### config.mk
export PLATFORM = sky130hd
export DESIGN_NAME = ps2_apb_regs
export DESIGN_NICKNAME = d
export VERILOG_FILES = /design/src/verilog/apb_pkg.sv /design/src/verilog/ps2_pkg.sv /design/src/verilog/ps2_apb_regs.sv
export VERILOG_INCLUDE_DIRS = /design/src /design/src/include
export SDC_FILE = /design/constraint.sdc
export NUM_CORES = 1
export LEC_CHECK = 0
export BUFFER_PORTS_ARGS = -buffer_cell sky130_fd_sc_hd__buf_4
export CORE_AREA = 2 2 70 46
export DETAILED_ROUTE_END_ITERATION = 8
export DIE_AREA = 0 0 72 48
export GPL_TIMING_DRIVEN = 0
export PLACE_DENSITY = 0.92
export SYNTH_ARGS = -nofsm -noshare
export SYNTH_HDL_FRONTEND = slang
export SYNTH_SLANG_ARGS = --single-unit
### constraint.sdc
create_clock -name vclk -period 2.3
set_clock_uncertainty 0.15 [all_clocks]
set_input_delay 0.69 -clock vclk [all_inputs]
set_output_delay 0.69 -clock vclk [all_outputs]
set_load 0.05 [all_outputs]
### src/include/ps2_config.svh
/*
 * build-time parameters for the multi-port PS/2 host
 * tick and timeout values are in sampling ticks, not system clocks
 * PS2_IDLE_TICKS must exceed a half bit period of the slowest device
 * PS2_TICK_DIV and PS2_INHIBIT_TICKS must both be at least 2
 */
`ifndef PS2_CONFIG_SVH
`define PS2_CONFIG_SVH

`define PS2_NUM_PORTS     2   // identical port engines behind one APB slave
`define PS2_TICK_DIV      8   // sys_clk cycles per sampling tick
`define PS2_INHIBIT_TICKS 64  // clock held low before request-to-send
`define PS2_IDLE_TICKS    40  // steady clock this long drops a partial frame
`define PS2_APB_AW        12  // byte address width on APB

`endif
### src/verilog/apb_pkg.sv
/*
 * APB request and response bundles plus the register map
 * each port owns a 16-byte window, bits 3:2 pick the register
 * no pprot or pstrb, all accesses are full words
 */
`include "ps2_config.svh"

package apb_pkg;

	typedef struct packed {
		logic                   psel;
		logic                   penable;
		logic                   pwrite;
		logic [`PS2_APB_AW-1:0] paddr;
		logic [31:0]            pwdata;
	} apb_req_t;

	typedef struct packed {
		logic [31:0] prdata;
		logic        pready;
		logic        pslverr;
	} apb_rsp_t;

	typedef enum logic [1:0] {
		REG_DATA   = 2'd0,  // rx byte on read, tx byte on write
		REG_STATUS = 2'd1,  // flags, write 1 to clear errors
		REG_CTRL   = 2'd2   // bit 0 irq enable
	} ps2_reg_e;

endpackage

### src/verilog/ps2_pkg.sv
/*
 * PS/2 line, frame and event types shared by the port engines,
 * the register block and the receive collector
 * port index width is at least one bit, even with a single port
 */
`include "ps2_config.svh"

package ps2_pkg;

	localparam int PS2_PW = (`PS2_NUM_PORTS > 1) ? $clog2(`PS2_NUM_PORTS) : 1;

	typedef logic [PS2_PW-1:0] ps2_port_idx_t;

	typedef struct packed {
		logic clk;   // device clock line
		logic data;  // device data line
	} ps2_line_t;

	// 11-bit frame as it comes off the wire, lsb first
	typedef struct packed {
		logic       stop;
		logic       parity;  // odd parity over data
		logic [7:0] data;
		logic       start;
	} ps2_frame_t;

	typedef struct packed {
		logic       start;  // one-cycle request
		logic [7:0] data;
	} ps2_tx_req_t;

	typedef struct packed {
		logic tx_busy;
		logic tx_ack_err;  // device did not pull data low on the ack clock
	} ps2_port_status_t;

	typedef struct packed {
		logic       rx_valid;   // good frame, one cycle
		logic [7:0] data;
		logic       frame_err;  // bad start, parity or stop, one cycle
	} ps2_rx_event_t;

	typedef struct packed {
		logic pending;
		logic overrun;
		logic frame_err;
		logic irq_en;
	} ps2_flags_t;

	typedef enum logic [2:0] {
		TX_IDLE,
		TX_INHIBIT,
		TX_RTS,
		TX_SHIFT,
		TX_ACK
	} ps2_tx_state_e;

endpackage

### src/verilog/ps2_apb_regs.sv
/*
 * APB slave for all PS/2 ports, no wait states
 * response and strobes are combinational in the access phase
 * DATA write to a busy port and any access past the last port give pslverr
 * offset 3 in a window reads as zero and ignores writes
 */
`include "ps2_config.svh"

module ps2_apb_regs (
	input  logic                      sys_clk,
	input  logic                      sys_rst,
	input  apb_pkg::apb_req_t         apb_req,
	output apb_pkg::apb_rsp_t         apb_rsp,
	output ps2_pkg::ps2_tx_req_t      tx_req [`PS2_NUM_PORTS],
	input  ps2_pkg::ps2_port_status_t port_status [`PS2_NUM_PORTS],
	input  ps2_pkg::ps2_flags_t       flags [`PS2_NUM_PORTS],
	input  logic [7:0]                rx_byte [`PS2_NUM_PORTS],
	output logic                      flag_wr,
	output ps2_pkg::ps2_port_idx_t    flag_port,
	output logic [2:0]                flag_wdata,
	output logic                      data_rd
);
	import apb_pkg::*;
	import ps2_pkg::*;

	localparam int ADDR_MSB = `PS2_APB_AW - 1;

	logic             access;
	logic             port_hit;
	logic             wr_ok;
	logic             tx_refuse;
	ps2_port_idx_t    port_idx;
	ps2_reg_e         reg_sel;
	ps2_flags_t       sel_flags;
	ps2_port_status_t sel_status;

	assign access   = apb_req.psel & apb_req.penable;  // second cycle of the transfer
	assign port_hit = (apb_req.paddr[ADDR_MSB:4] < `PS2_NUM_PORTS);
	assign port_idx = apb_req.paddr[4 +: PS2_PW];
	assign reg_sel  = ps2_reg_e'(apb_req.paddr[3:2]);

	assign sel_flags  = flags[port_idx];
	assign sel_status = port_status[port_idx];

	assign tx_refuse = apb_req.pwrite & (reg_sel == REG_DATA) & sel_status.tx_busy;
	assign wr_ok     = access & port_hit & apb_req.pwrite;

	always_comb begin
		apb_rsp.prdata  = '0;
		apb_rsp.pready  = 1'b1;  // never stretches
		apb_rsp.pslverr = access & (~port_hit | tx_refuse);
		if (access && port_hit && !apb_req.pwrite) begin
			case (reg_sel)
				REG_DATA:   apb_rsp.prdata[7:0] = rx_byte[port_idx];
				REG_STATUS: apb_rsp.prdata[4:0] = {sel_status.tx_ack_err,
								  sel_status.tx_busy,
								  sel_flags.frame_err,
								  sel_flags.overrun,
								  sel_flags.pending};
				REG_CTRL:   apb_rsp.prdata[0] = sel_flags.irq_en;
				default:    apb_rsp.prdata = '0;
			endcase
		end
	end

	// strobes to the collector, port index shared by read and write
	assign data_rd   = access & port_hit & ~apb_req.pwrite & (reg_sel == REG_DATA);
	assign flag_wr   = wr_ok & ((reg_sel == REG_STATUS) | (reg_sel == REG_CTRL));
	assign flag_port = port_idx;

	// status writes carry irq_en back unchanged in bit 0
	assign flag_wdata = (reg_sel == REG_CTRL) ? {2'b00, apb_req.pwdata[0]}
						  : {apb_req.pwdata[2:1], sel_flags.irq_en};

	for (genvar i = 0; i < `PS2_NUM_PORTS; i++) begin : g_tx
		assign tx_req[i].start = wr_ok & (reg_sel == REG_DATA) & ~tx_refuse &
					 (port_idx == ps2_port_idx_t'(i));
		assign tx_req[i].data  = apb_req.pwdata[7:0];

		// a granted request must find the port idle and make it busy next cycle
		a_tx_idle: assert property (@(posedge sys_clk) disable iff (sys_rst)
			tx_req[i].start |-> !port_status[i].tx_busy ##1 port_status[i].tx_busy);
	end

	a_penable_psel: assert property (@(posedge sys_clk) disable iff (sys_rst)
		$rose(apb_req.penable) |-> apb_req.psel);

endmodule

==> results.toml <==
[synthesis]
synthesis.area_per_instance_um2 = 7.97
yosysSeqAreaShare = 0
synth_cells = 98
ys_warn_count = 0
synth_area_um2 = 781
synthDistinctLibCells = 24

[setup_path]
cp.arrival_ns = 1.85
path_max_fanout = 5
crit_required_ns = 1.46
crit_path_end_kind = "primary output"
worstSetupEndpoint = "apb_rsp[2]"
critPathLaunch = "apb_req[40]"
crit_type = "in -> out"
cp-start-kind = "input pin"

[die]
fp-row-count = 15
core-area_mm2 = 0.00276
initial_core_util = 0.283
fp.dieH_um = 48
die_w_um = 72
die-area_mm2 = 0.00346
io_pins = 135

[global_routing]
grt_start_max_net_pins = 9
grt_pass1_vias = 889
grt-ovfl-total = 0
antenna_found_initial = 0
top_usage_layer = "met2"
grt_use_met2 = 0.322
groute.usage.overall = 0.141
grt_util_met3 = 0.0105
grt_pass1_wl_mm = 3.82
grt_use_met1 = 0.146

[sta]
rsz0062_at_grt = "true"
tns_ns = -4.04
fin_ws_ns = -0.387
hold_viol_final = 0
fin_crit_sh = 1.17
slew_viol_final = 0
fin_hold_ws_ns = 1.48
fin_crit_ns = 2.69
fmax_ghz = 0.372
setup_violations = 14

[flow_run]
cap_violations = 0

[routing]
vias = 981
routed_wl_mm = 3.07
routedWlPerCell_um = 12.7
drtIter0Drc = 22
via_per_inst = 4.05
drc = 0
drtPass1Iterations = 5
ant_nets = 0

[outcome]
outcome = "finished with violations"
failed_checks = "negative setup slack"

[layout]
syn2layout_area_growth_pct = 142
final_nets = 291
final-seq-area_um2 = 0
clock_buffers = 0
multi_input_area_um2 = 714
drive_gt1_frac = 0.822
num_antenna_cells = 0
nFillCells = 223
seq_cells = 0

[placed_design]
port_buffers = 76
pre_cts_ws_ns = -0.659
gp_congestion = 0.768
dp_hpwl_mm = 2.24

[min_path]
min_from = "apb_req[5]"
hold_path.class = "in -> out"

[power]
irDropWorstVdd_mv = 0.154
power.leakage_nw = 0.983
power_density_mw_per_mm2 = 229
## cell usage after synthesis, drive strengths merged
library cell / number / area share
a31oi: 1 / 0.0080
nand3: 2 / 0.013
ha: 4 / 0.064
clkbuf: 1 / 0.0048
nor4b: 1 / 0.019
nor4: 2 / 0.043
nand4: 2 / 0.024
mux2: 12 / 0.18
conb: 2 / 0.0096
a222oi: 1 / 0.013
inv: 3 / 0.014
and3b: 1 / 0.011
a22oi: 4 / 0.038
buf: 44 / 0.43
mux2i: 3 / 0.038
nor3: 2 / 0.019
nor2b: 2 / 0.016
nor2: 8 / 0.038
nand2: 3 / 0.014
## final cells by class
class / count / share of cell area
multi-input cells: 73 / 0.378
well taps: 34 / 0.0225
inverters: 3 / 0.00992
plain buffers: 44 / 0.185
repair buffers: 88 / 0.405
## worst min-delay path by stage
stage	slack [ns]	end	cells after the start
floorplan	1.30	tx_req[8]	1
global placement	1.48	tx_req[3]	2
detailed placement	1.49	tx_req[3]	2
CTS	1.49	tx_req[3]	2
global route	1.49	tx_req[5]	2
finish	1.48	tx_req[14]	2
## stage by stage
step	cell area, µm²	total power [W]	utilization	instances
CTS	1820	0.000415	0.659	240
global route	1890	0.000452	0.686	242
floorplan	963	0.000282	-	121
finish	1890	0.000433	0.686	242
detailed placement	1580	0.000385	0.571	231
global placement	1580	0.000380	0.571	231
## per-layer routing
metal | share of wire | wire (µm)
met1 | 0.35 | 1060
met5 | 0 | 0
met4 | 0.0062 | 19
met2 | 0.59 | 1810
met3 | 0.055 | 170
## cells by family after synthesis
| logic type | synth area share |
|---|---|
| buf+inv | 0.452 |
| simple gates | 0.199 |
| mux | 0.216 |
| compound gates | 0.0593 |
| fa+ha+maj | 0.0641 |
| other cells | 0.00962 |
## layout by cell type, fill, tap and decap left out, types with 2 or more instances in the layout
master	Yosys	final
a22oi_1	4	2
a22oi_2	0	2
buf_4	42	106
buf_6	2	20
buf_8	0	5
conb_1	2	25
ha_4	0	3
inv_4	0	3
mux2_2	11	8
mux2_4	1	4
mux2i_1	3	3
nand2_1	3	3
nor2_4	0	7
nor3_4	0	2
nor4_4	1	2
## power by group
group / internal (W) / total (W) / switching (W)
registers: 0 / 0 / 0
logic: 0.000183 / 0.000433 / 0.000249
clock network: 0 / 0 / 0
## worst max-delay path, cell delays in order
cell     delay, ns
buf_6         0.09
nor4_4        0.24
buf_4         0.18
buf_4         0.13
nand3_4       0.16
nor3_4        0.17
buf_6         0.18
## repair_timing
item	CTS	global route
setup endpoints to repair	14	16
setup buffers	10	2
gates resized for setup	41	12
pin swaps	10	6
hold buffers	0	0
Power figures use the tool's default switching activity.
