File: config.mk
export PLATFORM = sky130hd
export DESIGN_NAME = ps2_port
export DESIGN_NICKNAME = d
export VERILOG_FILES = /design/src/verilog/ps2_pkg.sv /design/src/verilog/ps2_port.sv
export VERILOG_INCLUDE_DIRS = /design/src /design/src/include
export SDC_FILE = /design/constraint.sdc
export NUM_CORES = 1
export LEC_CHECK = 0
export BUFFER_PORTS_ARGS = -buffer_cell sky130_fd_sc_hd__buf_2
export CAP_MARGIN = 20
export CORE_MARGIN = 3
export CORE_UTILIZATION = 58
export DETAILED_ROUTE_END_ITERATION = 10
export PLACE_DENSITY = 0.78
export RECOVER_POWER = 50
export SLEW_MARGIN = 20
export SYNTH_ARGS = -nofsm -noshare
export SYNTH_HDL_FRONTEND = slang
export SYNTH_SLANG_ARGS = --single-unit
File: constraint.sdc
create_clock -name sys_clk -period 3.1 [get_ports sys_clk]
set_clock_uncertainty 0.15 [all_clocks]
set_input_delay 0.31 -clock sys_clk [delete_from_list [all_inputs] [get_ports sys_clk]]
set_output_delay 0.31 -clock sys_clk [all_outputs]
set_load 0.05 [all_outputs]
File: src/include/ps2_config.svh
/*
 * build-time parameters for the multi-port PS/2 host
 * tick and timeout values are in sampling ticks, not system clocks
 * PS2_IDLE_TICKS must exceed a half bit period of the slowest device
 * PS2_TICK_DIV and PS2_INHIBIT_TICKS must both be at least 2
 */
`ifndef PS2_CONFIG_SVH
`define PS2_CONFIG_SVH

`define PS2_NUM_PORTS     2   // identical port engines behind one APB slave
`define PS2_TICK_DIV      8   // sys_clk cycles per sampling tick
`define PS2_INHIBIT_TICKS 64  // clock held low before request-to-send
`define PS2_IDLE_TICKS    40  // steady clock this long drops a partial frame
`define PS2_APB_AW        12  // byte address width on APB

`endif
File: src/verilog/ps2_pkg.sv
/*
 * PS/2 line, frame and event types shared by the port engines,
 * the register block and the receive collector
 * port index width is at least one bit, even with a single port
 */
`include "ps2_config.svh"

package ps2_pkg;

	localparam int PS2_PW = (`PS2_NUM_PORTS > 1) ? $clog2(`PS2_NUM_PORTS) : 1;

	typedef logic [PS2_PW-1:0] ps2_port_idx_t;

	typedef struct packed {
		logic clk;   // device clock line
		logic data;  // device data line
	} ps2_line_t;

	// 11-bit frame as it comes off the wire, lsb first
	typedef struct packed {
		logic       stop;
		logic       parity;  // odd parity over data
		logic [7:0] data;
		logic       start;
	} ps2_frame_t;

	typedef struct packed {
		logic       start;  // one-cycle request
		logic [7:0] data;
	} ps2_tx_req_t;

	typedef struct packed {
		logic tx_busy;
		logic tx_ack_err;  // device did not pull data low on the ack clock
	} ps2_port_status_t;

	typedef struct packed {
		logic       rx_valid;   // good frame, one cycle
		logic [7:0] data;
		logic       frame_err;  // bad start, parity or stop, one cycle
	} ps2_rx_event_t;

	typedef struct packed {
		logic pending;
		logic overrun;
		logic frame_err;
		logic irq_en;
	} ps2_flags_t;

	typedef enum logic [2:0] {
		TX_IDLE,
		TX_INHIBIT,
		TX_RTS,
		TX_SHIFT,
		TX_ACK
	} ps2_tx_state_e;

endpackage

File: src/verilog/ps2_port.sv
/*
 * one PS/2 host port, device clocked, open-drain drive via clk_oe/data_oe
 * a transmit request aborts any partial receive frame
 * no timeout while waiting for the device to clock a transmit,
 * a missing device keeps tx_busy set
 */
`include "ps2_config.svh"

module ps2_port (
	input  logic                      sys_clk,
	input  logic                      sys_rst,
	input  ps2_pkg::ps2_tx_req_t      tx_req,
	output ps2_pkg::ps2_port_status_t status,
	output ps2_pkg::ps2_rx_event_t    rx_event,
	input  logic [1:0]                line_in,
	output logic                      clk_oe,
	output logic                      data_oe
);
	import ps2_pkg::*;

	localparam int DIV_W        = $clog2(`PS2_TICK_DIV);
	localparam int RUN_W        = $clog2(`PS2_IDLE_TICKS + 1);
	localparam int INH_W        = $clog2(`PS2_INHIBIT_TICKS);
	localparam int SAMPLE_TICKS = 4;  // data taken this far into clock low

	logic [DIV_W-1:0] div_cnt;
	logic             tick;
	ps2_line_t        line_s1;
	ps2_line_t        line_s2;
	logic             clk_level;  // filtered clock
	logic [RUN_W-1:0] run_cnt;    // ticks since clk_level last changed
	logic             sample_pt;
	logic             clk_fall;
	logic             idle_out;
	logic [3:0]       bit_cnt;
	ps2_frame_t       rx_shift;
	ps2_frame_t       rx_frame;
	logic             frame_ok;
	ps2_frame_t       tx_frame;
	logic [9:0]       tx_bits;
	logic [INH_W-1:0] inh_cnt;
	ps2_tx_state_e    state;
	logic             clk_low;
	logic             data_low;
	logic             ack_err;

	assign tick = (div_cnt == '0);

	always_ff @(posedge sys_clk) begin
		if (sys_rst) begin
			div_cnt <= DIV_W'(`PS2_TICK_DIV - 1);
		end else if (tick) begin
			div_cnt <= DIV_W'(`PS2_TICK_DIV - 1);
		end else begin
			div_cnt <= div_cnt - 1'b1;
		end
	end

	always_ff @(posedge sys_clk) begin
		if (sys_rst) begin
			line_s1 <= '1;  // idle bus is high
			line_s2 <= '1;
		end else begin
			line_s1 <= ps2_line_t'(line_in);
			line_s2 <= line_s1;
		end
	end

	// clock level and run length, doubles as glitch filter and idle timer
	always_ff @(posedge sys_clk) begin
		if (sys_rst) begin
			clk_level <= 1'b1;
			run_cnt   <= '0;
		end else if (tick) begin
			if (line_s2.clk != clk_level) begin
				clk_level <= line_s2.clk;
				run_cnt   <= '0;
			end else if (run_cnt != RUN_W'(`PS2_IDLE_TICKS)) begin
				run_cnt <= run_cnt + 1'b1;  // saturates at the idle limit
			end
		end
	end

	assign sample_pt = tick & ~clk_level & (run_cnt == RUN_W'(SAMPLE_TICKS));
	assign clk_fall  = tick & ~clk_level & (run_cnt == '0);  // first tick after a fall
	assign idle_out  = tick & (run_cnt == RUN_W'(`PS2_IDLE_TICKS));

	assign rx_frame = ps2_frame_t'({line_s2.data, rx_shift[10:1]});
	assign frame_ok = ~rx_frame.start & rx_frame.stop & (^{rx_frame.data, rx_frame.parity});
	assign tx_bits  = {tx_frame.stop, tx_frame.parity, tx_frame.data};  // start bit is the rts

	always_ff @(posedge sys_clk) begin
		if (sys_rst) begin
			state    <= TX_IDLE;
			bit_cnt  <= '0;
			inh_cnt  <= '0;
			clk_low  <= 1'b0;
			data_low <= 1'b0;
			ack_err  <= 1'b0;
			rx_event <= '0;
		end else begin
			rx_event.rx_valid  <= 1'b0;
			rx_event.frame_err <= 1'b0;
			case (state)
				TX_IDLE: begin
					if (tx_req.start) begin
						tx_frame <= {1'b1, ~^tx_req.data, tx_req.data, 1'b0};
						state    <= TX_INHIBIT;
						clk_low  <= 1'b1;
						inh_cnt  <= '0;
						bit_cnt  <= '0;  // drop any partial rx frame
					end else if (sample_pt) begin
						rx_shift <= rx_frame;
						if (bit_cnt == 4'd10) begin
							bit_cnt            <= '0;
							rx_event.data      <= rx_frame.data;
							rx_event.rx_valid  <= frame_ok;
							rx_event.frame_err <= ~frame_ok;
						end else begin
							bit_cnt <= bit_cnt + 1'b1;
						end
					end else if (idle_out) begin
						bit_cnt <= '0;  // clock stalled mid frame
					end
				end
				TX_INHIBIT: begin
					if (tick) begin
						if (inh_cnt == INH_W'(`PS2_INHIBIT_TICKS - 2)) begin
							data_low <= 1'b1;  // start bit while clock still held
						end
						if (inh_cnt == INH_W'(`PS2_INHIBIT_TICKS - 1)) begin
							state   <= TX_RTS;
							clk_low <= 1'b0;  // hand the clock to the device
						end else begin
							inh_cnt <= inh_cnt + 1'b1;
						end
					end
				end
				TX_RTS, TX_SHIFT: begin
					if (clk_fall) begin
						data_low <= ~tx_bits[bit_cnt];  // stop bit releases data
						if (bit_cnt == 4'd9) begin
							state   <= TX_ACK;
							bit_cnt <= '0;
						end else begin
							state   <= TX_SHIFT;
							bit_cnt <= bit_cnt + 1'b1;
						end
					end
				end
				TX_ACK: begin
					// 0 waits for the ack clock, 1 samples, 2 waits for clock release
					if (bit_cnt == 4'd0 && clk_fall) begin
						bit_cnt <= 4'd1;
					end else if (bit_cnt == 4'd1 && sample_pt) begin
						ack_err <= line_s2.data;  // device should hold data low
						bit_cnt <= 4'd2;
					end else if (bit_cnt == 4'd2 && tick && clk_level) begin
						state   <= TX_IDLE;
						bit_cnt <= '0;
					end
				end
				default: state <= TX_IDLE;
			endcase
		end
	end

	assign status.tx_busy    = (state != TX_IDLE);
	assign status.tx_ack_err = ack_err;
	assign clk_oe            = clk_low;
	assign data_oe           = data_low;

	a_clk_oe_inhibit: assert property (@(posedge sys_clk) disable iff (sys_rst)
		clk_oe |-> state == TX_INHIBIT);

	// rx results are exclusive single-cycle pulses
	a_rx_pulse: assert property (@(posedge sys_clk) disable iff (sys_rst)
		(rx_event.rx_valid || rx_event.frame_err) |->
		!(rx_event.rx_valid && rx_event.frame_err) ##1
		!(rx_event.rx_valid || rx_event.frame_err));

endmodule

==> results by group, run 1 <==
Floorplanning
  • Core ar.: 4470 um^2
  • Row cnt: 24
  • Die extent in y: 75.0 um
  • Die X: 75.0 um
  • Initial Util: 61.8%
  • Ports: 27
  • DIE AREA: 5630 um^2

Drt
  • Vias per cell: 5.79
  • DR iter-0 viols: 136
  • Post-Route WL: 5200 um
  • Residual DRC: 0
  • DR vias: 2079
  • WL/cell: 14.5 um
  • First-pass DRT Iterations: 4
  • Antenna viol nets, final: 0

Synthesis
  • Post-synth top area cell: dfxtp_1
  • Post-synthesis adder-cell area fraction: 2.71%
  • Syn Area/Cell: 10.2 um^2
  • Distinct cells, synth: 52
  • Area share of xor/xnor cells in the synthesized design: 7.92%
  • Dominant synthesized flop cell: dfxtp_1
  • Post-synth EDFFs: 19
  • Ys Warns: 0
  • Syn Inst Count: 271
  • Yosys top cell area share: 29.0%
  • Syn nets: 290
  • Asr flop ratio synth: 0%
  • Synth Area in Simple Gates: 20.5%
  • Synth Area in Compound Gates: 10.7%
  • Sequential area share after synthesis: 49.6%
  • Synthesis-stage register bit count: 59
  • Top post-synthesis cells by area: dfxtp_1, edfxtp_1, xnor2_1, nor2_1, mux2i_1
  • Area of the mapped netlist: 2770 um^2
  • Largest family of logic cells by synthesized area: simple AND/OR/NAND/NOR gates
  • Mux contribution to synthesized area: 5.25%

Timing
  • RSZ-0062 raised after global routing: no
  • Pins Over Slew Limit: 0
  • Setup TNS: 0 ns
  • Final min period: 2.31 ns
  • Final setup fails: 0
  • Worst Hold Slack: 0.0124 ns
  • Slew @ Worst Pin: 1.26 ns
  • Slew headroom: 16.0%
  • Final Hold Viols: 0
  • Tcrit/Tclk final: 74.6%
  • Fmax: 432 MHz

Worst setup path
  • Cell mode on critical path: a211oi_1
  • Worst setup EP type: register
  • Slowest stage delay, CP: 0.48 ns
  • CP cell instances: inv_1 -> ha_1 -> nor2b_1 -> nand4_1 -> a32o_1 -> a211oi_1 -> a211oi_1
  • Endpoint of the worst register-to-register path: bit_cnt[0]
  • Path depth of the worst reg2reg path: 7
  • RR Startpoint: div_cnt[0]
  • Worst EP required: 3.10 ns
  • CP startpoint kind: register
  • CP max stage cell: nor2b_1
  • Critical path arrival: 2.32 ns
  • Crit path kind: register to register
  • Worst reg2reg setup slack: 0.79 ns
  • CP Max Fanout: 8

Finish
  • Share of layout cells above drive strength 1: 9.45%
  • Area growth syn-to-layout: 11.4%
  • Nets: 322
  • Inserted Diodes: 0

GRT
  • Initial antenna violation count: 0
  • All-Layer GR Usage: 20.6%
  • Largest net degree at the start of global routing: 29
  • First-pass GRT wire length: 8580 um
  • Number of global-route vias before repair: 1917
  • Global route overflow: 0

Worst hold path
  • Hold depth: 2
  • Worst min-delay path category: input pin to register
  • Hold path start: line_in[1]
  • Hold Path Sink: line_s1[1]

Flow run
  • Max cap viols: 0

Clocking
  • H-Tree Depth: 3
  • CTS root buf: clkbuf_8
  • Worst-Skew Late Latency: 0.33 ns
  • CTS Buffer Depth: 2
  • # hold bufs at CTS: 1
  • CTS sink cnt: 59
  • Num CTS Buffers: 9
  • Post-CTS Setup Inserts: 0
  • CTS tree: built
  • Resized cells post-CTS: 0
  • Clock-pin slew on the worst setup and hold paths: 0.06 ns

Placed design
  • Port bufs: 26
  • Final Wtd Congestion: 0.974
  • DP HPWL: 3660 um

Outcome
  • Status: finished, final reports clean

Pwr
  • Power Density: 629 nW/um^2
  • Leak Pwr: 1.08 nW
  • VDD IR-drop max: 443 uV
-- how the worst max path moves through the flow --
stage	start	end	slack, ns	depth (start not counted)
6_report	div_cnt[0]	bit_cnt[0]	0.79	7
5_1_grt	div_cnt[0]	bit_cnt[0]	0.58	7
4_1_cts	div_cnt[0]	state[1]	0.82	7
3_5_place_dp	div_cnt[0]	state[1]	0.83	7
3_3_place_gp	div_cnt[0]	state[1]	0.88	7
2_1_floorplan	div_cnt[0]	rx_frame[0]	0.68	5
-- state kept, by name, indices dropped and copies added (netlist names), 2 cells and up --
register,flops
rx_event,10
run_cnt,6
bit_cnt,4
rx_frame,10
line_s1,2
line_s2,2
inh_cnt,6
tx_bits,9
div_cnt,3
state,3
-- worst max-delay path: cells and delay by family (launching register included) --
| family | cells | cell delay [ns] |
|---|---|---|
| AOI/OAI and AO/OA | 3 | 0.70 |
| buffers and inverters | 1 | 0.07 |
| adders and majority gates | 1 | 0.20 |
| DFF | 1 | 0.31 |
| and+or+nand+nor | 2 | 0.70 |
-- placed cells by master (no fill, tap or decap), types with 4 or more instances in the layout --
master / n
a211oi_1: 8
a21oi_1: 6
buf_4: 5
clkbuf_1: 28
clkbuf_8: 10
dfxtp_1: 40
edfxtp_1: 19
ha_1: 6
inv_1: 10
mux2i_1: 10
nand2_1: 16
nand3_1: 6
nand4_1: 7
nor2_1: 35
nor2b_1: 5
nor3_1: 7
nor3b_1: 4
o211ai_1: 4
o21ai_0: 8
or2_2: 5
xnor2_1: 17
xor2_1: 8
-- routing by layer --
layer / vias to the layer above / wire length [um] / global-route usage [%]
li1: 1032 / - / -
met1: 977 / 2250 / 24.7
met2: 55 / 2560 / 34.1
met3: 15 / 267 / 6.41
met4: 0 / 120 / 9.09
met5: - / 0 / 0
-- where the power goes --
| group | internal, mW | total, mW | leakage [nW] | switching [mW] |
|---|---|---|---|---|
| Combinational | 0.186 | 0.458 | 0.500 | 0.271 |
| Clock | 0.309 | 0.576 | 0.0778 | 0.267 |
| Sequential | 0.851 | 0.904 | 0.498 | 0.0530 |
-- cells in the mapped netlist (2+ instances only) --
cell type / number
nor3_1: 7
o211ai_1: 4
clkbuf_1: 7
inv_1: 10
nand3_1: 6
a21oi_1: 6
ha_1: 6
nor2b_1: 5
xnor2_1: 17
and2_1: 3
nor4bb_1: 2
nand2_1: 16
nor4_1: 3
or2_2: 5
xor2_1: 8
o2111ai_1: 2
mux2i_1: 10
a211oi_1: 8
and3_1: 3
o21ai_0: 8
nor2_1: 35
nand2b_1: 2
dfxtp_1: 40
a31oi_1: 2
nor3b_1: 4
nand4_1: 7
edfxtp_1: 19
mux4_2: 2
-- cell families after synthesis --
group	count (synthesis)
flip-flops	59
AND/OR/NAND/NOR	108
AO/OA/AOI/OAI	40
XOR/XNOR	25
buffers and inverters	21
multiplexers	12
adder cells (fa/ha/maj)	6
-- metrics by stage --
stage	power [mW]	setup WS, ns	std cells	util, %	instance area [um^2]
5_1_grt	2.05	0.580	359	68.9	3080
3_3_place_gp	1.37	0.880	343	65.8	2940
4_1_cts	1.96	0.817	359	69.5	3110
2_1_floorplan	1.28	0.681	271	-	2770
3_5_place_dp	1.38	0.830	343	65.8	2940
6_report	1.94	0.786	359	68.9	3080
-- layout make-up --
cell class                      instances  area, um^2
Inverter                               10        37.5
Timing Repair Buffer                   32         149
Multi-Input combinational cell        191        1300
Sequential cell                        59        1370
Tap cell                               52        65.1
Fill cell                             368        1390
Clock buffer                           15         156
(Power assumes the default switching activity.)
==> inputs of run 2 (changes only) <==
--- a/config.mk
+++ b/config.mk
@@ -9,9 +9,9 @@
 export BUFFER_PORTS_ARGS = -buffer_cell sky130_fd_sc_hd__buf_2
 export CAP_MARGIN = 20
 export CORE_MARGIN = 3
-export CORE_UTILIZATION = 58
+export CORE_UTILIZATION = 53
 export DETAILED_ROUTE_END_ITERATION = 10
-export PLACE_DENSITY = 0.78
+export PLACE_DENSITY = 0.75
 export RECOVER_POWER = 50
 export SLEW_MARGIN = 20
 export SYNTH_ARGS = -nofsm -noshare
==> constraint.sdc (replaced) <==
create_clock -name sys_clk -period 1.9 [get_ports sys_clk]
set_clock_uncertainty 0.15 [all_clocks]
set_input_delay 0.19 -clock sys_clk [delete_from_list [all_inputs] [get_ports sys_clk]]
set_output_delay 0.19 -clock sys_clk [all_outputs]
set_load 0.05 [all_outputs]
==> run 2 against run 1 <==
The flow now finishes with violations (negative setup slack). Sequential power up 59%. Utilization rose by 8.1 points. Maximum frequency is 11% higher. Largest power group unchanged. Worst hold slack gained 0.026 ns. Highest routed layer unchanged. Power rose by 81%. Combinational power rose by 150%. Cell area rose by 22%. Critical endpoint unchanged. Sequential cell count did not move.
==> results by group, run 2 (synthesis gave the netlist of run 1 again) <==
Outcome
  • Status: finished, violations left
  • Failing checks: negative setup slack

Floorplanning
  • Initial Util: 56.7% (-5.1 points)
  • Core ar.: 4880 um^2 (+9.1%)
  • Ports: 27 (unchanged)
  • Die X: 78.2 um (+4.2%)
  • Die extent in y: 78.2 um (+4.2%)
  • DIE AREA: 6120 um^2 (+8.7%)
  • Row cnt: 25 (+4.2%)

Clocking
  • H-Tree Depth: 3 (unchanged)
  • CTS tree: built
  • CTS Buffer Depth: 2 (unchanged)
  • Worst-Skew Late Latency: 0.34 ns (about the same)
  • Num CTS Buffers: 9 (unchanged)
  • Clock-pin slew on the worst setup and hold paths: 0.06 ns (about the same)
  • CTS sink cnt: 59 (unchanged)
  • CTS root buf: clkbuf_8

Timing
  • Pins Over Slew Limit: 0 (unchanged)
  • Slew headroom: 59.7% (+44 points)
  • Final Hold Viols: 0 (unchanged)
  • RSZ-0062 raised after global routing: yes
  • Final min period: 2.08 ns (-0.234 ns)
  • Slew @ Worst Pin: 0.607 ns (-0.654 ns)
  • Final setup fails: 11 (+11)
  • PnR worst setup slack: -0.179 ns (-0.966 ns)
  • Tcrit/Tclk final: 109% (+35 points)
  • Fmax: 481 MHz (+11%)

Finish
  • Inserted Diodes: 0 (unchanged)
  • Finished Layout Cells: 431 (+20%)
  • Commonest cells after routing, fill and taps aside: buf_4, nor2_1, dfxtp_1
  • Post-route cell area: 3760 um^2 (+22%)
  • Nets: 378 (+17%)
  • Fillers: 342 (-7.1%)
  • Most common cell after layout, fill and taps aside: buf_4
  • Area growth syn-to-layout: 35.8%
  • Share of layout cells above drive strength 1: 32.4% (+23 points)
  • Utilization after layout: 77.0% (+8.1 points)

Worst hold path
  • Hold Path Sink: state[2]
  • Worst min-delay path category: input pin to register
  • Hold path start: sys_rst
  • Hold depth: 2 (unchanged)

GRT
  • Number of global-route vias before repair: 2410 (+26%)
  • Largest net degree at the start of global routing: 13 (-55%)
  • Global route overflow: 0 (unchanged)
  • All-Layer GR Usage: 22.7% (+2.1 points)
  • Initial antenna violation count: 0 (unchanged)
  • First-pass GRT wire length: 10800 um (+26%)

Worst setup path
  • CP startpoint kind: register
  • Crit path kind: register to register
  • Path depth of the worst reg2reg path: 8 (+1)
  • Critical path arrival: 2.14 ns (-0.18 ns)
  • RR Startpoint: div_cnt[0]
  • Worst EP required: 1.96 ns (-1.14 ns)
  • Endpoint of the worst register-to-register path: bit_cnt[0]
  • Worst reg2reg setup slack: -0.18 ns (-0.97 ns)
  • Worst setup EP type: register
  • CP Max Fanout: 4 (-4)

Placed design
  • Port bufs: 26 (unchanged)
  • DP HPWL: 4310 um (+18%)
  • Final Wtd Congestion: 0.912 (-6.3%)
  • Placement Cell Area: 3280 um^2 (+11%)
  • Place WS: -0.186 ns (-1.02 ns)
  • Placed cells: 397 (+16%)

Drt
  • Antenna viol nets, final: 0 (unchanged)
  • WL/cell: 15.4 um (+6.3%)
  • Post-Route WL: 6640 um (+28%)
  • Residual DRC: 0 (unchanged)
  • First-pass DRT Iterations: 4 (unchanged)
  • Vias per cell: 5.47 (-5.5%)
  • DR iter-0 viols: 148 (+8.8%)
  • DR vias: 2358 (+13%)

Pwr
  • VDD IR-drop max: 654 uV (+48%)
  • Final Power: 3.50 mW (+81%)
  • Leak Pwr: 1.43 nW (+33%)
  • Power Density: 932 nW/um^2 (+48%)

Flow run
  • Max cap viols: 0 (unchanged)
-- run 2: changes by cell type in the layout (fill, tap and decap cells not counted), sizes merged --
| cell | previous run | this run |
|---|---|---|
| clkbuf | 38 | 28 |
| buf | 8 | 61 |
| clkinv | 0 | 5 |
| dlygate4sd3 | 1 | 10 |
-- run 2: metrics by stage --
stage | hold WS (ns) | TNS, ns
floorplan | 0.139 | -0.431
global placement | 0.217 | -1.56
detailed placement | 0.222 | -2.09
CTS | 0.0287 | -0.473
global route | 0.0415 | -2.67
finish | 0.0380 | -0.766
-- run 2: report_power, final --
part           leakage [nW]  internal [mW]  total (mW)  switching, mW
clock                0.0819          0.457       0.912          0.456
sequential            0.500           1.39        1.44         0.0523
combinational         0.845          0.532        1.14          0.613
total                  1.43           2.38        3.50           1.12
-- run 2: final cells by class --
cell class / count / area [um^2] / area share, %
multi-input cells: 191 / 1480 / 39.3
clock inverters: 5 / 22.5 / 0.600
well taps: 67 / 83.8 / 2.23
flip-flops and latches: 59 / 1380 / 36.7
inverters: 10 / 37.5 / 0.999
clock buffers: 11 / 131 / 3.50
repair buffers: 88 / 627 / 16.7
-- run 2: what timing repair did --
| item | 4_1_cts | 5_1_grt |
|---|---|---|
| gates cloned | 0 | 1 |
| resized for setup | 20 | 27 |
| endpoints found under the hold margin | 10 | 0 |
| endpoints found under the setup margin | 17 | 29 |
| hold buffers | 10 | 0 |
| setup buffers | 2 | 6 |
| pin swaps | 7 | 13 |
-- run 2: how the worst max path moves through the flow --
| stage | startpoint | to | slack [ns] | cells after the start |
|---|---|---|---|---|
| global route | div_cnt[0] | bit_cnt[0] | -0.23 | 8 |
| detailed placement | div_cnt[0] | bit_cnt[2] | -0.19 | 8 |
| global placement | bit_cnt[0] | rx_event[3] | -0.13 | 7 |
| floorplan | bit_cnt[3] | state[1] | -0.12 | 6 |
| finish | div_cnt[0] | bit_cnt[0] | -0.18 | 8 |
| CTS | bit_cnt[2] | state[1] | -0.11 | 5 |
-- run 2: per-layer routing --
metal | track usage (%) | up-vias | part of all wire [%]
met1 | 25.0 | 1105 | 40
li1 | - | 1146 | -
met5 | 0 | - | 0
met4 | 13.6 | 0 | 3.3
met2 | 39.3 | 81 | 51
met3 | 5.96 | 26 | 5.5
-- run 2: critical path, stage by stage, from the launching register on --
cell and delay [ns]:
dfxtp_2 0.32, inv_2 0.07, ha_4 0.15, and4bb_2 0.28
buf_4 0.15, nand4_1 0.14, and3_2 0.30, a211oi_2 0.29
a211oi_1 0.11
