### src/include/ps2_config.svh
/*
 * build-time parameters for the multi-port PS/2 host
 * tick and timeout values are in sampling ticks, not system clocks
 * PS2_IDLE_TICKS must exceed a half bit period of the slowest device
 * PS2_TICK_DIV and PS2_INHIBIT_TICKS must both be at least 2
 */
`ifndef PS2_CONFIG_SVH
`define PS2_CONFIG_SVH

`define PS2_NUM_PORTS     2   // identical port engines behind one APB slave
`define PS2_TICK_DIV      8   // sys_clk cycles per sampling tick
`define PS2_INHIBIT_TICKS 64  // clock held low before request-to-send
`define PS2_IDLE_TICKS    40  // steady clock this long drops a partial frame
`define PS2_APB_AW        12  // byte address width on APB

`endif
### src/verilog/ps2_pkg.sv
/*
 * PS/2 line, frame and event types shared by the port engines,
 * the register block and the receive collector
 * port index width is at least one bit, even with a single port
 */
`include "ps2_config.svh"

package ps2_pkg;

	localparam int PS2_PW = (`PS2_NUM_PORTS > 1) ? $clog2(`PS2_NUM_PORTS) : 1;

	typedef logic [PS2_PW-1:0] ps2_port_idx_t;

	typedef struct packed {
		logic clk;   // device clock line
		logic data;  // device data line
	} ps2_line_t;

	// 11-bit frame as it comes off the wire, lsb first
	typedef struct packed {
		logic       stop;
		logic       parity;  // odd parity over data
		logic [7:0] data;
		logic       start;
	} ps2_frame_t;

	typedef struct packed {
		logic       start;  // one-cycle request
		logic [7:0] data;
	} ps2_tx_req_t;

	typedef struct packed {
		logic tx_busy;
		logic tx_ack_err;  // device did not pull data low on the ack clock
	} ps2_port_status_t;

	typedef struct packed {
		logic       rx_valid;   // good frame, one cycle
		logic [7:0] data;
		logic       frame_err;  // bad start, parity or stop, one cycle
	} ps2_rx_event_t;

	typedef struct packed {
		logic pending;
		logic overrun;
		logic frame_err;
		logic irq_en;
	} ps2_flags_t;

	typedef enum logic [2:0] {
		TX_IDLE,
		TX_INHIBIT,
		TX_RTS,
		TX_SHIFT,
		TX_ACK
	} ps2_tx_state_e;

endpackage

### src/verilog/ps2_rx_collect.sv
/*
 * per-port receive holding register, sticky flags and the interrupt
 * one byte per port, a new byte overwrites an unread one and sets overrun
 * irq is registered, one cycle behind pending
 */
`include "ps2_config.svh"

module ps2_rx_collect (
	input  logic                   sys_clk,
	input  logic                   sys_rst,
	input  ps2_pkg::ps2_rx_event_t rx_event [`PS2_NUM_PORTS],
	input  logic                   flag_wr,
	input  logic                   data_rd,
	input  ps2_pkg::ps2_port_idx_t flag_port,
	input  logic [2:0]             flag_wdata,
	output ps2_pkg::ps2_flags_t    flags [`PS2_NUM_PORTS],
	output logic [7:0]             rx_byte [`PS2_NUM_PORTS],
	output logic                   irq
);
	import ps2_pkg::*;

	logic [`PS2_NUM_PORTS-1:0] irq_src;

	for (genvar i = 0; i < `PS2_NUM_PORTS; i++) begin : g_port
		logic wr_hit;
		logic rd_hit;

		assign wr_hit = flag_wr & (flag_port == ps2_port_idx_t'(i));
		assign rd_hit = data_rd & (flag_port == ps2_port_idx_t'(i));

		always_ff @(posedge sys_clk) begin
			if (sys_rst) begin
				flags[i] <= '0;
			end else begin
				if (wr_hit) begin
					flags[i].irq_en <= flag_wdata[0];
					if (flag_wdata[1]) begin
						flags[i].overrun <= 1'b0;  // write 1 to clear
					end
					if (flag_wdata[2]) begin
						flags[i].frame_err <= 1'b0;
					end
				end
				if (rd_hit) begin
					flags[i].pending <= 1'b0;  // data read clears
				end
				// new events after the clears so they win
				if (rx_event[i].rx_valid) begin
					flags[i].pending <= 1'b1;
					if (flags[i].pending && !rd_hit) begin
						flags[i].overrun <= 1'b1;  // old byte lost unread
					end
				end
				if (rx_event[i].frame_err) begin
					flags[i].frame_err <= 1'b1;
				end
			end
		end

		always_ff @(posedge sys_clk) begin
			if (rx_event[i].rx_valid) begin
				rx_byte[i] <= rx_event[i].data;  // bad frames leave it alone
			end
		end

		assign irq_src[i] = flags[i].pending & flags[i].irq_en;
	end

	always_ff @(posedge sys_clk) begin
		if (sys_rst) begin
			irq <= 1'b0;
		end else begin
			irq <= |irq_src;
		end
	end

endmodule

### config.mk
export PLATFORM = sky130hd
export DESIGN_NAME = ps2_rx_collect
export DESIGN_NICKNAME = d
export VERILOG_FILES = /design/src/verilog/ps2_pkg.sv /design/src/verilog/ps2_rx_collect.sv
export VERILOG_INCLUDE_DIRS = /design/src /design/src/include
export SDC_FILE = /design/constraint.sdc
export NUM_CORES = 1
export LEC_CHECK = 0
export BUFFER_PORTS_ARGS = -buffer_cell sky130_fd_sc_hd__clkbuf_2
export CORE_ASPECT_RATIO = 0.6
export CORE_UTILIZATION = 30
export DETAILED_ROUTE_END_ITERATION = 8
export SYNTH_ARGS = -nofsm -noshare
export SYNTH_HDL_FRONTEND = slang
export SYNTH_SLANG_ARGS = --single-unit
export TNS_END_PERCENT = 20
### constraint.sdc
create_clock -name sys_clk -period 0.83 [get_ports sys_clk]
set_input_delay 0.166 -clock sys_clk [delete_from_list [all_inputs] [get_ports sys_clk]]
set_output_delay 0.166 -clock sys_clk [all_outputs]
set_load 0.005 [all_outputs]
==> results.py, run 1 <==
metrics = {
    "floorplan": {
        "fp.dieH_um": 42.9,
        "die_w_um": 70.1,
        "ios": 53,
        "core_um2": 2570,
        "design.die.area_um2": 3010,
        "initial_core_util_pct": 32.5,
        "num_rows": 14,
    },
    "finish": {
        "syn_to_final_growth_pct": 45.2,
        "num-fill-cells": 246,
        "drive_above_1_share_pct": 63.1,
        "regArea_um2": 672,
        "fin_area_um2": 1210,
        "multi_input_area_um2": 164,
        "fin_nets": 140,
        "antennaDiodeCount": 0,
    },
    "synth": {
        "yosys.area.top_type": "edfxtp_1",
        "ys_ff_latch": 25,
        "synth_area_um2": 836,
        "synthTopCellsByCount": "16 x edfxtp_1, 10 x nor2_1, 9 x dfxtp_1, 3 x a21oi_1, 3 x nand3_1",
        "synth_fp_nets": 82,
        "synth_edf_count": 16,
        "synth_seq_area_share_pct": 79.0,
        "async_reset_ff_share_pct": 0,
        "syn_avg_cell_area_um2": 15.5,
        "post-synth-top-count-cell": "edfxtp_1",
        "yosysTopAreaCellShare_pct": 57.5,
        "synth_area_leaders": "edfxtp_1 57%, dfxtp_1 22%, nor2_1 4.5%",
        "ys_dominant_reg_cell": "edfxtp_1",
        "yosysWarnings": 0,
        "synth.distinct_cells": 16,
        "syn_inst": 54,
    },
    "timing": {
        "fmax_ghz": 1.04,
        "timing.final.ws_setup_ps": -129,
        "rsz0062_at_grt": "yes",
        "slew_headroom_pct": 82.8,
        "worstMarginPinSlew_ps": 258,
        "drv_slew": 0,
        "period_share_pct": 116,
        "finalCriticalPeriod_ps": 959,
        "finClkSkew_ps": 0.852,
        "finalSetupTns_ps": -1620,
        "timing_hold_violations_final": 0,
        "final-setup-viol-count": 25,
    },
    "clock_tree": {
        "cts_buffer_depth": 2,
        "clock_sinks": 25,
        "cts_made_buffers": 3,
        "clock-root-buffer": "clkbuf_8",
        "cts_hold_buffers": 0,
        "cts_tree": "yes",
        "clkTransAtPathRegs_ps": 80,
        "cts-htree-levels": 1,
        "clk_latency_ps": 260,
    },
    "detailed_routing": {
        "wirelength_um": 1680,
        "routed_via_density": 4.59,
        "remaining_drc_errors": 0,
        "dr.pass1.iters": 4,
        "wl_per_cell_um": 11.8,
        "drt_iter0_markers": 27,
        "vias": 656,
        "postRouteAntennaNets": 0,
    },
    "flow_run": {
        "drv_cap": 0,
    },
    "worst_setup_path": {
        "reg2reg_depth": 3,
        "arrival_ps": 790,
        "cpPeakStageDelay_ps": 330,
        "r2r_slack_ps": 10,
        "timing.rr.start": "flags[3]$_SDFFE_PP0P_",
        "crit_start": "flags[3]$_SDFFE_PP0P_",
        "crit_fanout": 2,
        "crit_chain": "buf_6 -> clkbuf_2",
        "critPathRequiredTime_ps": 660,
        "endpoint": "flags[3]",
        "crit_type": "flip-flop to primary output",
        "timing.rr.end": "flags[2]$_SDFF_PP0_",
        "endpoint_kind": "primary output",
        "worst_setup_path_start_kind": "flip-flop",
        "slowest_stage": "dfxtp_2",
    },
    "placed_design": {
        "place_congestion": 0.700,
        "dpl.hpwl_um": 1350,
        "io_buffers": 52,
        "post_dp_cell_area_um2": 1140,
    },
    "global_routing": {
        "grt_max_degree": 14,
        "use_met3_pct": 6.65,
        "top_usage_layer": "met2",
        "grtUsageTotal_pct": 12.4,
        "met1_usage_pct": 13.8,
        "grt_use_met2_pct": 21.3,
        "grt_pass1_wl_um": 2750,
        "antenna_found_initial": 0,
        "grt.overflow.total": 0,
        "grt_pass1_vias": 624,
    },
    "power_and_ir_drop": {
        "p_leak_nw": 0.551,
        "power_density_nw_per_um2": 1980,
        "vdd_drop_max_mv": 0.857,
    },
    "min_path": {
        "hp-class": "input port to flip-flop",
    },
    "run_status": {
        "violations": "setup timing",
        "status": "finished with violations",
    },
}
-- worst min path at each step --
stage                  from               endpoint  slack (ps)  cells after the start
2_1_floorplan   rx_event[1]   rx_byte[0]$_DFFE_PP_         260                      0
3_3_place_gp    rx_event[6]   rx_byte[5]$_DFFE_PP_         340                      1
3_5_place_dp   rx_event[13]  rx_byte[10]$_DFFE_PP_         350                      1
4_1_cts        rx_event[13]  rx_byte[10]$_DFFE_PP_          70                      1
5_1_grt        rx_event[13]  rx_byte[10]$_DFFE_PP_          60                      1
6_report       rx_event[13]  rx_byte[10]$_DFFE_PP_          80                      1
-- placed cells by master, fill, tap and decap left out, drive strengths merged --
cell type  instances
a21oi              3
nand2              2
a311oi             1
nor2b              1
mux2i              1
a21boi             1
dfxtp              9
a32oi              1
edfxtp            16
nand2b             1
buf                4
clkbuf            55
nand3b             1
nor2              10
nand3              3
a22oi              2
-- state kept, by name, indices dropped and copies added (netlist names) --
name and cells:
rx_byte 16, irq 1, flags 8
-- critical path, delay by kind of cell (launching register included) --
kind / cells / cell delay, ps
buf+inv: 2 / 210
flops: 1 / 330
-- power by group --
| part | switching (W) | internal (W) |
|---|---|---|
| clock network | 0.000347 | 0.000342 |
| registers | 0.0000294 | 0.00142 |
| logic | 0.000120 | 0.000145 |
-- final cells by class --
type | count | share of cell area, %
timing repair buffer | 55 | 24.1
sequential | 25 | 55.4
multi-input combinational | 27 | 13.5
tap | 32 | 3.30
clock buffer | 4 | 3.71
-- per-layer routing --
| metal | up-vias | share of wire (%) |
|---|---|---|
| li1 | 309 | - |
| met1 | 311 | 42 |
| met2 | 36 | 48 |
| met3 | 0 | 11 |
| met4 | 0 | 0 |
| met5 | - | 0 |
-- timing repair --
item	in CTS	in global routing
pin swaps	0	1
setup buffers	1	0
setup endpoints to repair	26	27
gates resized for setup	9	4
-- metrics by stage --
step / utilization (%) / instances / hold WS (ps) / power, W / worst slack, ps
CTS: 46.7 / 143 / 65.3 / 0.00245 / -143
floorplan: - / 54 / 265 / 0.00155 / 52.0
global route: 47.1 / 143 / 55.8 / 0.00255 / -164
detailed placement: 44.1 / 138 / 346 / 0.00173 / -23.6
global placement: 44.1 / 138 / 343 / 0.00172 / 1.90
finish: 47.1 / 143 / 77.2 / 0.00240 / -129
-- cell families after synthesis --
logic type / count (synthesis) / share of synthesized area (%)
multiplexers: 1 / 1.20
AO/OA/AOI/OAI: 8 / 6.59
flip-flops: 25 / 79.0
buffers and inverters: 2 / 1.80
AND/OR/NAND/NOR: 18 / 11.4
No activity file was read; power rests on OpenSTA's default activity.
==> run 2: changes to the inputs <==
--- a/config.mk
+++ b/config.mk
@@ -8,2 +8,3 @@
 export LEC_CHECK = 0
+export ABC_AREA = 1
 export BUFFER_PORTS_ARGS = -buffer_cell sky130_fd_sc_hd__clkbuf_2
--- a/constraint.sdc
+++ b/constraint.sdc
@@ -3,2 +3,2 @@
 set_output_delay 0.166 -clock sys_clk [all_outputs]
-set_load 0.005 [all_outputs]
+set_load 0.02 [all_outputs]
==> run 2 against run 1 <==
The flow still finishes with violations (setup timing). Via count decreased by 2.6%. Non-clock buffer count unchanged. Power increased by 6.7%. Largest cell class unchanged. Largest power group unchanged.
==> results.py, run 2 <==
metrics = {
    "synth": {
        "ys_ff_latch": 25,
        "synth_seq_area_share_pct": 79.0,
        "yosysWarnings": 0,
        "yosysTopAreaCellShare_pct": 57.5,
        "yosys.area.top_type": "edfxtp_1",
        "post-synth-top-count-cell": "edfxtp_1",
        "syn_avg_cell_area_um2": 13.9,
        "async_reset_ff_share_pct": 0,
        "synth_edf_count": 16,
        "synth_fp_nets": 88,
        "synth_area_leaders": "edfxtp_1 57%, dfxtp_1 22%, nand2_1 4.5%",
        "syn_inst": 60,
        "ys_dominant_reg_cell": "edfxtp_1",
        "synthTopCellsByCount": "16 x edfxtp_1, 10 x nand2_1, 9 x dfxtp_1, 7 x a21oi_1, 7 x nand3_1",
        "synth.distinct_cells": 12,
        "synth_area_um2": 836,
    },
    "placed_design": {
        "place_inst": 142,
        "io_buffers": 52,
        "dp_slack_ps": 79.2,
        "dpl.hpwl_um": 1270,
        "place_congestion": 0.659,
    },
    "power_and_ir_drop": {
        "pwr-share-comb_pct": 16.0,
        "p_seq_share_pct": 56.8,
        "internal-power_w": 0.00195,
        "clockPowerShare_pct": 27.2,
        "swShare_pct": 24.1,
        "power_density_nw_per_um2": 1950,
        "vdd_drop_max_mv": 0.815,
        "p_switching_w": 0.000619,
        "p_leak_nw": 0.581,
    },
    "finish": {
        "finalNonFillerCells": 149,
        "reg_top3": "rx_byte: 16 flops, flags: 8 flops, irq: 1 flops",
        "fin_nets": 146,
        "final_cell_mix": "27 x clkbuf_2, 16 x edfxtp_1, 13 x buf_2",
        "drive_above_1_share_pct": 62.4,
        "antennaDiodeCount": 0,
        "regMostFlops": "rx_byte",
        "num-fill-cells": 243,
        "largest_reg_flops": 16,
        "syn_to_final_growth_pct": 57.6,
        "final_common_cell": "clkbuf_2",
    },
    "floorplan": {
        "core_um2": 2570,
        "die_w_um": 70.1,
        "initial_core_util_pct": 32.5,
        "design.die.area_um2": 3010,
        "fp.dieH_um": 42.9,
        "num_rows": 14,
        "ios": 53,
    },
    "global_routing": {
        "grt_pass1_wl_um": 2660,
        "grtUsageTotal_pct": 12.1,
        "grt.overflow.total": 0,
        "grt_max_degree": 15,
        "antenna_found_initial": 0,
        "grt_pass1_vias": 574,
    },
    "worst_setup_path": {
        "crit_chain": "buf_2",
        "reg2reg_depth": 3,
        "timing.rr.start": "flags[3]$_SDFFE_PP0P_",
        "endpoint_kind": "primary output",
        "crit_fanout": 1,
        "worst_setup_path_start_kind": "flip-flop",
        "arrival_ps": 800,
        "path_delay_family": "flip-flops",
        "worst-path-buf-inv": 1,
        "r2r_slack_ps": 80,
        "timing.rr.end": "flags[3]$_SDFFE_PP0P_",
        "critPathRequiredTime_ps": 660,
        "cpPeakStageDelay_ps": 370,
        "crit_type": "flip-flop to primary output",
        "slowest_stage": "edfxtp_1",
    },
    "min_path": {
        "holdPathStages": 1,
        "hold_end": "rx_byte[11]$_DFFE_PP_",
        "min_from": "rx_event[14]",
        "hp-class": "input port to flip-flop",
    },
    "clock_tree": {
        "clk_latency_ps": 260,
        "clock_sinks": 25,
        "clkTransAtPathRegs_ps": 80,
        "cts-htree-levels": 1,
        "cts_made_buffers": 3,
        "cts_hold_buffers": 0,
        "clock-root-buffer": "clkbuf_8",
        "cts_buffer_depth": 2,
        "cts_tree": "yes",
    },
    "detailed_routing": {
        "drt_iter0_markers": 34,
        "postRouteAntennaNets": 0,
        "routed_via_density": 4.29,
        "wirelength_um": 1630,
        "remaining_drc_errors": 0,
        "dr.pass1.iters": 4,
        "wl_per_cell_um": 10.9,
        "vias": 639,
    },
    "timing": {
        "worstMarginPinSlew_ps": 251,
        "timing_hold_violations_final": 0,
        "slew_headroom_pct": 83.3,
        "finalCriticalPeriod_ps": 970,
        "period_share_pct": 117,
        "timing.final.ws_setup_ps": -140,
        "final-setup-viol-count": 25,
        "rsz0062_at_grt": "yes",
        "whs_ps": 70.2,
        "finClkSkew_ps": 2.08,
        "drv_slew": 0,
        "fmax_ghz": 1.03,
    },
    "run_status": {
        "status": "finished with violations",
        "violations": "setup timing",
    },
    "flow_run": {
        "drv_cap": 0,
    },
}
-- run 2: cell types whose count changed after synthesis, sizes merged, moves of 2 or more --
cell,previous run,this run
a22oi,2,0
nor2,10,3
nand3,3,8
nand2,2,11
a21oi,3,9
inv,0,2
-- run 2: worst max-delay path by stage --
stage / cells after the start / to / slack, ps / from
floorplan: 2 / flags[6]$_SDFF_PP0_ / 70 / flags[7]$_SDFFE_PP0P_
global placement: 5 / flags[7]$_SDFFE_PP0P_ / 100 / flag_port
detailed placement: 5 / flags[7]$_SDFFE_PP0P_ / 80 / flag_port
CTS: 1 / rx_byte[13] / -160 / rx_byte[13]$_DFFE_PP_
global route: 1 / rx_byte[5] / -190 / rx_byte[5]$_DFFE_PP_
finish: 1 / rx_byte[13] / -140 / rx_byte[13]$_DFFE_PP_
-- run 2: worst register-to-register path, delay by kind of cell, from the launching register on --
kind / cells / cell delay (ps)
buffers and inverters: 1 / 130
AOI/OAI and AO/OA: 1 / 130
and+or+nand+nor: 1 / 50
DFF: 1 / 340
-- run 2: per-layer routing --
layer,global-route usage [%],vias up,routed length (µm)
met3,6.89,2,154
li1,-,325,-
met5,0,-,0
met1,15.7,279,722
met2,17.3,33,744
met4,3.60,0,8
-- run 2: power by group through the flow --
stage	Clock [W]	Combinational (W)	Sequential [W]
after floorplan	0	0.0000571	0.00159
after global placement	0	0.000336	0.00147
after detailed placement	0	0.000341	0.00148
after CTS	0.000735	0.000391	0.00145
after global routing	0.000803	0.000440	0.00147
final	0.000697	0.000410	0.00146
-- run 2: metrics by stage --
stage	total power, W	setup TNS (ps)	utilization (%)	area, µm²
floorplan	0.00165	0	-	836
global placement	0.00181	0	43.7	1130
detailed placement	0.00182	0	43.7	1130
CTS	0.00258	-3070	49.9	1280
global route	0.00271	-3660	51.2	1320
finish	0.00256	-2550	51.2	1320
-- run 2: cells by family after synthesis --
kind of cell	share of synthesized area, %
buffers and inverters	2.09
and+or+nand+nor	12.6
DFF	79.0
AOI/OAI and AO/OA	6.29
-- run 2: final cells by class --
| type | count | area, µm² | area share, % |
|---|---|---|---|
| inverters | 2 | 7.51 | 0.570 |
| repair buffers | 55 | 392 | 29.7 |
| clock inverters | 1 | 5.00 | 0.380 |
| multi-input cells | 31 | 158 | 12.0 |
| clock buffers | 3 | 41.3 | 3.13 |
| well taps | 32 | 40.0 | 3.04 |
| flip-flops and latches | 25 | 674 | 51.2 |
-- run 2: timing repair --
action,CTS,global route
buffers inserted,3,0
gates resized for setup,27,32
setup endpoints to repair,25,25
==> run 3: changes to the inputs <==
--- a/config.mk
+++ b/config.mk
@@ -10,5 +10,8 @@
 export BUFFER_PORTS_ARGS = -buffer_cell sky130_fd_sc_hd__clkbuf_2
+export CELL_PAD_IN_SITES_DETAIL_PLACEMENT = 0
+export CELL_PAD_IN_SITES_GLOBAL_PLACEMENT = 2
 export CORE_ASPECT_RATIO = 0.6
-export CORE_UTILIZATION = 30
+export CORE_UTILIZATION = 24
 export DETAILED_ROUTE_END_ITERATION = 8
+export PLACE_DENSITY_LB_ADDON = 0.1
 export SYNTH_ARGS = -nofsm -noshare
==> constraint.sdc (replaced) <==
create_clock -name sys_clk -period 0.83 [get_ports sys_clk]
set_input_delay 0.249 -clock sys_clk [delete_from_list [all_inputs] [get_ports sys_clk]]
set_output_delay 0.249 -clock sys_clk [all_outputs]
set_load 0.02 [all_outputs]
==> run 3 against run 2 <==
The run still ends with setup timing left. Critical path type unchanged. Highest routed layer unchanged. Global-route usage decreased by 2.0 points. Sequential share of layout area fell by 1.2 points. Critical endpoint is now rx_byte[14]. Sequential cell count unchanged. Combinational power increased by 4%. Sequential power barely moved. Wire length up 6.6%. Worst setup slack got worse by 80 ps.
==> results.py, run 3 (synthesis gave the netlist of run 2 again) <==
metrics = {
    "clock_tree": {
        "cts_tree": "yes",
        "cts_made_buffers": 3,
        "clock-root-buffer": "clkbuf_8",
        "clk_latency_ps": 260,
        "cts-htree-levels": 1,
        "cts_buffer_depth": 2,
        "clock_sinks": 25,
        "clkTransAtPathRegs_ps": 80,
    },
    "finish": {
        "final_common_cell": "clkbuf_2",
        "antennaDiodeCount": 0,
        "syn_to_final_growth_pct": 61.5,
        "utilization_pct": 41.1,
        "final_cell_mix": "27 x clkbuf_2, 16 x edfxtp_1, 12 x buf_2",
        "fin_area_um2": 1350,
        "drive_above_1_share_pct": 62.7,
        "num-fill-cells": 346,
        "largest_reg_flops": 16,
        "reg_top3": "rx_byte: 16 flops, flags: 8 flops, irq: 1 flops",
        "regMostFlops": "rx_byte",
        "finalNonFillerCells": 163,
        "fin_nets": 147,
    },
    "detailed_routing": {
        "dr.pass1.iters": 4,
        "postRouteAntennaNets": 0,
        "vias": 631,
        "wl_met3_um": 175,
        "routedLengthMet1_um": 814,
        "routed_via_density": 3.87,
        "dr_wl_met2_um": 724,
        "drt_iter0_markers": 43,
        "topRoutingLayerUsed": "met4",
        "wirelength_um": 1740,
        "wl_per_cell_um": 10.7,
        "remaining_drc_errors": 0,
    },
    "floorplan": {
        "core_um2": 3280,
        "die_w_um": 78.2,
        "num_rows": 16,
        "fp.dieH_um": 47.7,
        "initial_core_util_pct": 25.5,
        "design.die.area_um2": 3730,
        "ios": 53,
    },
    "worst_setup_path": {
        "endpoint": "rx_byte[14]",
        "timing.rr.end": "flags[7]$_SDFFE_PP0P_",
        "worst-path-buf-inv": 1,
        "crit_chain": "buf_6",
        "critPathRequiredTime_ps": 580,
        "crit_type": "flip-flop to primary output",
        "r2r_slack_ps": 70,
        "path_delay_family": "flip-flops",
        "endpoint_kind": "primary output",
        "critical_path_cell_count": 1,
        "arrival_ps": 800,
        "slowest_stage": "edfxtp_1",
        "reg2reg_depth": 3,
        "timing.rr.start": "flags[7]$_SDFFE_PP0P_",
        "cpPeakStageDelay_ps": 400,
        "crit_start": "rx_byte[14]$_DFFE_PP_",
        "crit_fanout": 1,
        "worst_setup_path_start_kind": "flip-flop",
    },
    "timing": {
        "rsz0062_at_grt": "yes",
        "worstMarginPinSlew_ps": 260,
        "finalCriticalPeriod_ps": 1050,
        "drv_slew": 0,
        "period_share_pct": 126,
        "slew_headroom_pct": 82.7,
        "fmax_ghz": 0.953,
        "timing.final.ws_setup_ps": -219,
        "finClkSkew_ps": 1.93,
        "timing_hold_violations_final": 0,
        "final-setup-viol-count": 25,
    },
    "global_routing": {
        "grt_pass1_wl_um": 2630,
        "grtUsageTotal_pct": 10.2,
        "antenna_found_initial": 0,
        "grt_pass1_vias": 579,
        "grt.overflow.total": 0,
        "grt_max_degree": 14,
    },
    "placed_design": {
        "place_congestion": 0.697,
        "place_inst": 159,
        "io_buffers": 52,
        "dpl.hpwl_um": 1380,
        "post_dp_cell_area_um2": 1170,
    },
    "min_path": {
        "hp-class": "input port to flip-flop",
        "min_from": "rx_event[2]",
    },
    "power_and_ir_drop": {
        "power_w": 0.00256,
        "power_density_nw_per_um2": 1900,
        "p_leak_nw": 0.585,
        "vdd_drop_max_mv": 1.15,
    },
    "run_status": {
        "violations": "setup timing",
        "status": "finished with violations",
    },
    "flow_run": {
        "drv_cap": 0,
    },
}
[run 3: routing by layer]
metal | vias to the layer above | track usage (%)
met4 | 0 | 4.44
met3 | 2 | 4.95
li1 | 325 | -
met2 | 30 | 14.9
met1 | 274 | 13.0
met5 | - | 0
[run 3: cell type report]
class | instances | area [µm²] | area share [%]
multi-input combinational | 31 | 161 | 12.0
tap | 45 | 56.3 | 4.17
timing repair buffer | 56 | 405 | 30.0
inverter | 2 | 7.51 | 0.556
sequential | 25 | 674 | 50.0
clock buffer | 4 | 45.0 | 3.34
[run 3: worst min-delay path by stage]
stage | endpoint | slack (ps) | cells after the start
finish | rx_byte[1]$_DFFE_PP_ | 160 | 1
detailed placement | rx_byte[11]$_DFFE_PP_ | 430 | 1
floorplan | rx_byte[0]$_DFFE_PP_ | 350 | 0
CTS | rx_byte[1]$_DFFE_PP_ | 150 | 1
global route | rx_byte[1]$_DFFE_PP_ | 140 | 1
global placement | rx_byte[12]$_DFFE_PP_ | 430 | 1
[run 3: repair_timing]
| action | 4_1_cts | 5_1_grt |
|---|---|---|
| endpoints found under the setup margin | 25 | 26 |
| buffers inserted | 0 | 0 |
| hold buffers | 0 | 0 |
| resized for setup | 27 | 35 |
[run 3: per-stage QoR]
step	worst slack [ps]	setup TNS, ps	hold WS [ps]
2_1_floorplan	66.8	0	348
4_1_cts	-234	-5050	150
5_1_grt	-267	-5600	142
3_3_place_gp	10.5	0	426
6_report	-219	-4490	160
3_5_place_dp	0.210	0	428
[run 3: report_power, final]
| part | internal, W | switching (W) |
|---|---|---|
| registers | 0.00142 | 0.0000384 |
| clock network | 0.000342 | 0.000339 |
| logic | 0.000201 | 0.000225 |
| total | 0.00196 | 0.000602 |
